$ cat config.mk
export PLATFORM = sky130hd
export DESIGN_NAME = cpuIf
export DESIGN_NICKNAME = d
export VERILOG_FILES = /design/src/cpuIfPkg.sv /design/src/cpuBusIf.sv /design/src/sramWriteDecode.sv /design/src/resultReadback.sv /design/src/cpuIf.sv
export VERILOG_INCLUDE_DIRS = /design/src
export SDC_FILE = /design/constraint.sdc
export NUM_CORES = 1
export LEC_CHECK = 0
export ABC_AREA = 1
export BUFFER_PORTS_ARGS = -buffer_cell sky130_fd_sc_hd__buf_4
export CAP_MARGIN = 20
export CORE_AREA = 5 5 635 637
export CTS_CLUSTER_SIZE = 14
export DETAILED_ROUTE_END_ITERATION = 7
export DIE_AREA = 0 0 640 642
export RECOVER_POWER = 25
export SYNTH_ARGS = -nofsm -noshare
export SYNTH_HDL_FRONTEND = slang
export SYNTH_HIERARCHICAL = 1
export SYNTH_SLANG_ARGS = --single-unit
$ cat constraint.sdc
create_clock -name CLK -period 1.1 [get_ports CLK]
set_clock_uncertainty 0.1 [all_clocks]
set_input_delay 0.11 -clock CLK [delete_from_list [all_inputs] [get_ports CLK]]
set_output_delay 0.11 -clock CLK [all_outputs]
set_load 0.02 [all_outputs]
$ cat src/cpuIf_config.svh
`ifndef CPU_IF_CONFIG_SVH
`define CPU_IF_CONFIG_SVH

// ************************************************************
// Bus widths.
// ************************************************************

`define CPU_ADR_W   18
`define DATA_W      32
`define SRAM_ADR_W  12
`define BANK_W      6

// ************************************************************
// Bank map. Codes 0x2F and 0x32..0x3F are unused.
// ************************************************************

// Weight banks take codes 0 .. NUM_SRAM-1.
`define NUM_SRAM    46
`define NUM_RESULT  46

`define BIAS_BANK   6'h2E
`define IMAGE_BANK  6'h30
`define RESULT_BANK 6'h31

`endif

$ cat src/cpuIfPkg.sv
`include "cpuIf_config.svh"

package cpuIfPkg;

   // ************************************************************
   // Data and select types.
   // ************************************************************

   typedef logic [`DATA_W-1:0] word_t;

   // One bit per weight bank.
   typedef logic [`NUM_SRAM-1:0] sramSel_t;

   // Result i sits in element i.
   typedef word_t [`NUM_RESULT-1:0] resultBus_t;

   // ************************************************************
   // CPU address views.
   // ************************************************************

   // Write view: bank code on top, in-bank offset below.
   typedef struct packed {
      logic [`BANK_W-1:0]     bank;
      logic [`SRAM_ADR_W-1:0] offset;
   } sramAddr_t;

   // Readback view: the offset splits into word index and byte lane.
   typedef struct packed {
      logic [`BANK_W-1:0]       bank;
      logic [`SRAM_ADR_W-3:0]   index;
      logic [1:0]               lane;
   } resultAddr_t;

   // Both views cover the full CPU address.
   typedef union packed {
      sramAddr_t   sram;
      resultAddr_t result;
   } cpuAddr_u;

endpackage

$ cat src/cpuBusIf.sv
`include "cpuIf_config.svh"

interface cpuBusIf;

   // Write strobe and read strobe, plain levels with no handshake.
   logic wr;
   logic rd;

   // Byte address and write data from the host.
   logic [`CPU_ADR_W-1:0] adr;
   logic [`DATA_W-1:0]    wdata;

   // ************************************************************
   // Consumer views.
   // ************************************************************

   // Bank decode and SRAM write path.
   modport decode (
      input wr,
      input adr,
      input wdata
   );

   // Result readback mux.
   modport readback (
      input rd,
      input adr
   );

endinterface

$ cat src/sramWriteDecode.sv
`include "cpuIf_config.svh"

module sramWriteDecode (
   input  logic                   CLK,
   input  logic                   RESET_X,

   cpuBusIf.decode                bus,

   output cpuIfPkg::sramSel_t     sramSel,
   output logic                   biasSel,
   output logic                   imageSel,
   output logic                   sramWr,
   output logic [`SRAM_ADR_W-1:0] sramAdr,
   output cpuIfPkg::word_t        sramData
);

   cpuIfPkg::cpuAddr_u addr;
   cpuIfPkg::sramSel_t selNext;
   logic               biasNext;
   logic               imageNext;

   assign addr = bus.adr;

   // ************************************************************
   // Bank decode.
   // ************************************************************

   // One-hot over the weight banks, empty above NUM_SRAM.
   always_comb begin
      selNext = '0;
      if (addr.sram.bank < `BANK_W'(`NUM_SRAM)) begin
         selNext[addr.sram.bank] = 1'b1;
      end
   end

   assign biasNext  = (addr.sram.bank == `BIAS_BANK);
   assign imageNext = (addr.sram.bank == `IMAGE_BANK);

   // Selects track the address every cycle, write or not.
   always_ff @(posedge CLK or negedge RESET_X) begin
      if (!RESET_X) begin
         sramSel  <= '0;
         biasSel  <= 1'b0;
         imageSel <= 1'b0;
      end
      else begin
         sramSel  <= selNext;
         biasSel  <= biasNext;
         imageSel <= imageNext;
      end
   end

   // ************************************************************
   // Write path.
   // ************************************************************

   // Same stage as the selects so strobe and select line up.
   always_ff @(posedge CLK or negedge RESET_X) begin
      if (!RESET_X) begin
         sramWr <= 1'b0;
      end
      else begin
         sramWr <= bus.wr;
      end
   end

   // Offset and data pass through unchanged.
   always_ff @(posedge CLK or negedge RESET_X) begin
      if (!RESET_X) begin
         sramAdr  <= '0;
         sramData <= '0;
      end
      else begin
         sramAdr  <= addr.sram.offset;
         sramData <= bus.wdata;
      end
   end

endmodule

$ cat src/resultReadback.sv
`include "cpuIf_config.svh"

module resultReadback (
   input  logic                   CLK,
   input  logic                   RESET_X,

   cpuBusIf.readback              bus,

   input  cpuIfPkg::resultBus_t   results,
   output cpuIfPkg::word_t        rdata
);

   localparam int IDX_W = $clog2(`NUM_RESULT);

   cpuIfPkg::cpuAddr_u addr;
   logic [IDX_W-1:0]   idx;
   logic               hit;
   cpuIfPkg::word_t    rdataNext;

   assign addr = bus.adr;

   // ************************************************************
   // Address check.
   // ************************************************************

   // Word-aligned reads inside the result window only.
   assign hit = (addr.result.bank == `RESULT_BANK)
             && (addr.result.lane == 2'b00)
             && (addr.result.index < (`SRAM_ADR_W-2)'(`NUM_RESULT));

   // Low bits are enough once the range check has passed.
   assign idx = addr.result.index[IDX_W-1:0];

   // ************************************************************
   // Read mux and output register.
   // ************************************************************

   always_comb begin
      rdataNext = '0;
      if (hit) begin
         rdataNext = results[idx];
      end
   end

   // Loaded on a read strobe, held otherwise.
   always_ff @(posedge CLK or negedge RESET_X) begin
      if (!RESET_X) begin
         rdata <= '0;
      end
      else if (bus.rd) begin
         rdata <= rdataNext;
      end
   end

endmodule

$ cat src/cpuIf.sv
`include "cpuIf_config.svh"

module cpuIf (
   input  logic                   CLK,
   input  logic                   RESET_X,

   // Host bus.
   input  logic                   CPU_WR,
   input  logic                   CPU_RD,
   input  logic [`CPU_ADR_W-1:0]  CPU_ADR,
   input  cpuIfPkg::word_t        CPU_WDATA,
   output cpuIfPkg::word_t        CPU_RDATA,

   // SRAM side.
   output logic [`SRAM_ADR_W-1:0] SRAM_ADR,
   output cpuIfPkg::sramSel_t     SRAM_SEL,
   output logic                   BIAS_SEL,
   output logic                   IMAGE_SEL,
   output logic                   SRAM_BIAS_IMG_WR,
   output cpuIfPkg::word_t        SRAM_DATA,

   // Accelerator outputs for readback.
   input  cpuIfPkg::resultBus_t   RESULTS
);

   // ************************************************************
   // Host bus into the shared interface.
   // ************************************************************

   cpuBusIf bus ();

   assign bus.wr    = CPU_WR;
   assign bus.rd    = CPU_RD;
   assign bus.adr   = CPU_ADR;
   assign bus.wdata = CPU_WDATA;

   // ************************************************************
   // Write side.
   // ************************************************************

   sramWriteDecode writeDecode0 (
      .CLK      (CLK),
      .RESET_X  (RESET_X),
      .bus      (bus.decode),
      .sramSel  (SRAM_SEL),
      .biasSel  (BIAS_SEL),
      .imageSel (IMAGE_SEL),
      .sramWr   (SRAM_BIAS_IMG_WR),
      .sramAdr  (SRAM_ADR),
      .sramData (SRAM_DATA)
   );

   // ************************************************************
   // Read side.
   // ************************************************************

   // Results are mapped at 0x31000 + 4*i.
   resultReadback readback0 (
      .CLK     (CLK),
      .RESET_X (RESET_X),
      .bus     (bus.readback),
      .results (RESULTS),
      .rdata   (CPU_RDATA)
   );

endmodule

Yosys cells after proc, flatten, opt, wreduce, memory -nomap -nowiden
Cells that the tools add are included.

Bits in registers: 125. Latch bits: 0. Bits in writable memories: 0. Bits in read-only memories: 0. Bits of input ports: 1526. Output and inout port bits: 125. Word-level logic and storage cells: 25. Memories kept: 0.

$add $sub $neg: 0. Multipliers: 0. Div/mod/pow operators: 0. Magnitude comparators: 5. Equal/unequal tests: 3. Shift-type cells: 0. Muxes and demuxes: 6. Bitwise logic cells: 0. Reductions and logical operators: 4.

Operators with widths (number): $bmux 32 s6 (1); $mux 32 (2); $mux 46 (1); $eq 6x6->1 const B (3); $lt 6x7->1 const B (2); $lt 10x6->1 const B (1); $demux 1 s6 (1); $ge 6x1->1 const B (1); $lt 6x6->1 const B (1); $logic_and 1x1->1 (3); $logic_not 2->1 (1); $mux 1 (1).

Depth between registers and ports, before layout
Word-level depth: 5. Gate-level depth with buffers: 16. Mapped depth without buffers: 13.

Hierarchy
Netlist, hierarchy kept.

By module, submodules not included: resultReadback (times used 1, cells each 4090, area an instance 17516.8 um^2, seq. area each 800.8 um^2); sramWriteDecode (times used 1, cells each 167, area an instance 2623.8 um^2, seq. area each 2327.2 um^2).

Least setup slack after synthesis
Ideal clock, no wire load.

Path type: input -> register. Start point: input CPU_ADR[4]. End point: register readback0.rdata[7]. Setup time: 0.117 ns. Arrival time: 1.204 ns. Required time: 0.883 ns. Setup slack: -0.321 ns. Stages: 11. Path buffers: 3. Cells stage by stage: buf_4 inv_2 buf_2 buf_1 nand3_1 nand3_1 nand2_1 nand2_1 nand2_1 nand2_1 nand2_1.

Word-level cells in the longest chain between the ends: 3. Elaborated cells on any way between the ends: 5. Classes of those cells: 1 x order compare; 3 x mux; 1 x reduce/logical.

RTL lines: start, declared (RTL line cpuIf.sv:10) `` input logic [`CPU_ADR_W-1:0] CPU_ADR, ``; $bmux 32 s6 or $lt 10x6->1 (tied branches) (RTL line resultReadback.sv:41, resultReadback.sv:29); $mux 32 (not written as such) or $logic_and 1x1->1 (tied branches) (RTL line resultReadback.sv:41, resultReadback.sv:27); $mux 32 (*) (RTL line resultReadback.sv:40) `if (hit) begin`; end signal, assigned (RTL line resultReadback.sv:51) `rdata <= rdataNext;`; end, declared (RTL line resultReadback.sv:10) `output cpuIfPkg::word_t rdata`.

Mark *: on every way between the ends. The rest lies on a longest branch, timed or not. The select of a mux whose other input is x is not followed. A chain may end at the register's enable or synchronous reset.

Final worst setup path
Start point: input CPU_ADR[2]. End point: register readback0.rdata[11].

Same word-level chain as after synthesis.

==> flow_summary.ini <==
[yosys]
synthXorXnorAreaFrac_pct = 0
syn_avg_cell_area_um2 = 4.731
synthMuxAreaShare_pct = 0
yosysTopAreaCellShare_pct = 37.40
syn-num-nets = 5783
yosysTopAreaCell = nand2_1
synth_area_leaders = nand2_1, dfrtp_1, nand3_1
synth_edf_count = 0
post-synth-top-count-cell = nand2_1
synth_compound_gate_area_share_pct = 8.660
ys_ff_latch = 125
syn-cell-area_um2 = 20140
synth_common_cells = nand2_1, nor2_1, nand3_1
yosysSeqAreaShare_pct = 15.53
synth_flop_cell = dfrtp_1
synth.distinct_cells = 25
netlist_instances = 4257
ys_async_sr_fraction_pct = 100.0
synthAdderAreaFrac_pct = 0
yosys.area_share.simple_pct = 62.46
yosys_warnings = 6
synth_top_family_by_area = simple AND/OR/NAND/NOR gates

[cts]
cts_tree = done
clk_pin_slew_ns = 0.07
cts_made_buffers = 17
clock_latency_ns = 0.48
clkSinkCount = 125
h-tree-depth = 4
root_buffer = clkbuf_16
clk_path_buf_depth = 2

[setup_path]
rrSetupSlack_ns = 0.14
critPathRequiredTime_ns = 1.36
slowest_stage = buf_16
cpPeakStageDelay_ns = 0.17
worstSetupEndpointType = register
criticalPathCategory = in2reg
worst-path-buf-inv = 9
path_common_cell = nand2_1
crit_path_max_fanout = 10
worstPathArrival_ns = 2.27
path_cells = buf_16, buf_16, clkinv_16, buf_16, buf_8, buf_6, buf_12, nand2_1, nand2_1, nand2_1, nand3_2, nand3_2, nand2_1, buf_6, nand3_4, buf_12, nand2_1, nand2_2, nand2_1
startpoint_type = input pin
critPathTopFamily = buffers and inverters

[global_route]
grt_pass1_vias = 36126
gr-total-overflow = 0
use_met3_pct = 2.324
met2_usage_pct = 27.11
grt_max_degree = 69
track_usage_pct = 15.06
grt_use_met1_pct = 18.80
grt_pass1_wl_um = 399100
busiest_layer = met2
antenna_found_initial = 184

[die]
io_pins = 1651
rows = 232
coreArea_um2 = 397400
floorplan.initialDensity_pct = 5.068
fp.dieH_um = 642
die_x_um = 640
die-area_um2 = 410900

[route]
routed_via_density = 3.206
wire_per_inst_um = 28.55
drt.antenna.violating_nets = 0
drt-initial-drc-count = 3680
finalWirelength_um = 331400
firstDrtPassIters = 6
num_vias = 37218
drc = 0

[placement]
gp_congestion = 0.9714
dp.cells = 11396
dpl.hpwl_um = 288400
port_buffers = 1650

[power_and_ir_drop]
ir_worst_vdd_v = 0.001192
leakagePower_nw = 24.84
pwr_density_cell_nw_per_um2 = 617.5

[run]
cap_violations = 0

[layout]
drive_gt1_share_pct = 45.45
nNetsFinal = 7810
final_util_pct = 12.67
area_delta_synth_final_pct = 150.0
stdcell_count = 11608

[sta]
worstMarginPinSlew_ns = 0.7745
finalCritPeriodShare_pct = 182.7
setup_slack_ns = -0.9098
fin_crit_ns = 2.010
setup_viol = 168
hold_viol_final = 0
rsz0062_at_grt = yes
slew_violations = 0
fmax_mhz = 497.6
relSlewSlack_pct = 48.37

[run_status]
violations = setup timing
status = finished, violations left

[worst_hold_path]
min_path_type = in2reg
## logic make-up after synthesis
logic type / count (synthesis)
buffers and inverters: 642
AO/OA/AOI/OAI: 326
flip-flops: 125
AND/OR/NAND/NOR: 3164
## layout by cell type (no fill, tap or decap), types with 5 or more instances in the layout
master | Yosys | final
buf_4 | 12 | 1804
nand2_1 | 2007 | 1764
nor2_1 | 616 | 561
nand3_1 | 532 | 366
inv_1 | 330 | 297
buf_6 | 0 | 190
nand2_2 | 1 | 159
buf_12 | 0 | 150
dfrtp_1 | 125 | 116
nand3_2 | 1 | 112
o21ai_0 | 132 | 105
o21ai_1 | 91 | 90
nand2_4 | 0 | 79
nand3_4 | 0 | 55
dlygate4sd3_1 | 0 | 53
diode_2 | 0 | 46
nor2_2 | 1 | 40
a21oi_1 | 58 | 37
clkbuf_16 | 0 | 36
buf_16 | 0 | 30
clkbuf_4 | 0 | 27
buf_8 | 0 | 21
a21boi_1 | 31 | 20
inv_2 | 6 | 18
nor2_4 | 1 | 17
a21oi_2 | 0 | 16
o21ai_2 | 0 | 16
o211ai_1 | 14 | 14
o21ai_4 | 0 | 12
clkinvlp_4 | 0 | 11
clkbuf_1 | 79 | 9
dfrtp_2 | 0 | 9
a21boi_2 | 0 | 8
inv_4 | 0 | 7
inv_6 | 0 | 6
clkinv_8 | 0 | 6
nand2_8 | 0 | 6
clkinv_4 | 0 | 5
a21oi_4 | 0 | 5
## tightest hold or removal path: stages
cell     delay [ns]
buf_4          0.12
buf_4          0.14
inv_2          0.06
nand3_1        0.07
nor2_1         0.05
## what timing repair did
item / 4_1_cts / 5_1_grt
hold buffers: 50 / 5
resized for setup: 641 / 481
cloned: 16 / 19
pin swaps: 66 / 104
buffers inserted: 40 / 35
endpoints found under the setup margin: 157 / 188
hold endpoints to repair: 176 / 17
## final timing paths
kind,startpoint,endpoint,cells past startpoint
max,CPU_ADR[2],readback0/rdata[11],19
min reg2reg,readback0/rdata[29],readback0/rdata[29],2
min in group asynchronous,RESET_X,writeDecode0/sramData[16],2
max reg2reg,readback0/rdata[1],readback0/rdata[1],2
max in group asynchronous,RESET_X,writeDecode0/sramSel[23],3
min,CPU_ADR[15],writeDecode0/imageSel,5
## routing by layer
metal  share of wire [%]  routed length, µm  vias to the layer above
li1                    -                  -                    17213
met1                  41             136700                    17543
met2                  50             166500                     1998
met3                 6.1              20070                      396
met4                 2.3               7709                       68
met5                0.13                443                        -
## metrics by stage
stage | setup TNS [ns] | setup WS (ns) | hold WS (ns) | total power, mW | area, µm²
2_1_floorplan | -5.940 | -0.2020 | -0.2856 | 10.08 | 20810
3_3_place_gp | -61.16 | -2.507 | -0.1394 | 22.76 | 43610
3_5_place_dp | -60.74 | -2.427 | -0.1388 | 22.63 | 43610
4_1_cts | -51.63 | -0.9438 | -0.1096 | 31.01 | 47890
5_1_grt | -50.94 | -0.9258 | 0.007062 | 33.03 | 50310
6_report | -41.56 | -0.9098 | 0.01025 | 31.09 | 50350
## area by class of cell
class	instances	area [µm²]
inverters	340	1411
clock inverters	15	170.2
flip-flops and latches	125	3139
well taps	5265	6588
repair inverters	3	76.32
diodes	46	115.1
fillers	46340	347000
clock buffers	17	425.4
repair buffers	2307	21170
multi-input cells	3490	17260
## sequential cells by signal, summed over array words and instances, names as in the netlist
register               cells
writeDecode0/sramAdr      12
writeDecode0/biasSel       1
writeDecode0/sramSel      46
writeDecode0/imageSel      1
writeDecode0/sramWr        1
readback0/rdata           32
writeDecode0/sramData     32
## power breakdown
group          internal, mW  total (mW)  switching, mW
Combinational          9.10        20.1           11.0
Clock                  3.05        6.27           3.22
Sequential             4.69        4.75         0.0583
(Power assumes the default switching activity.)
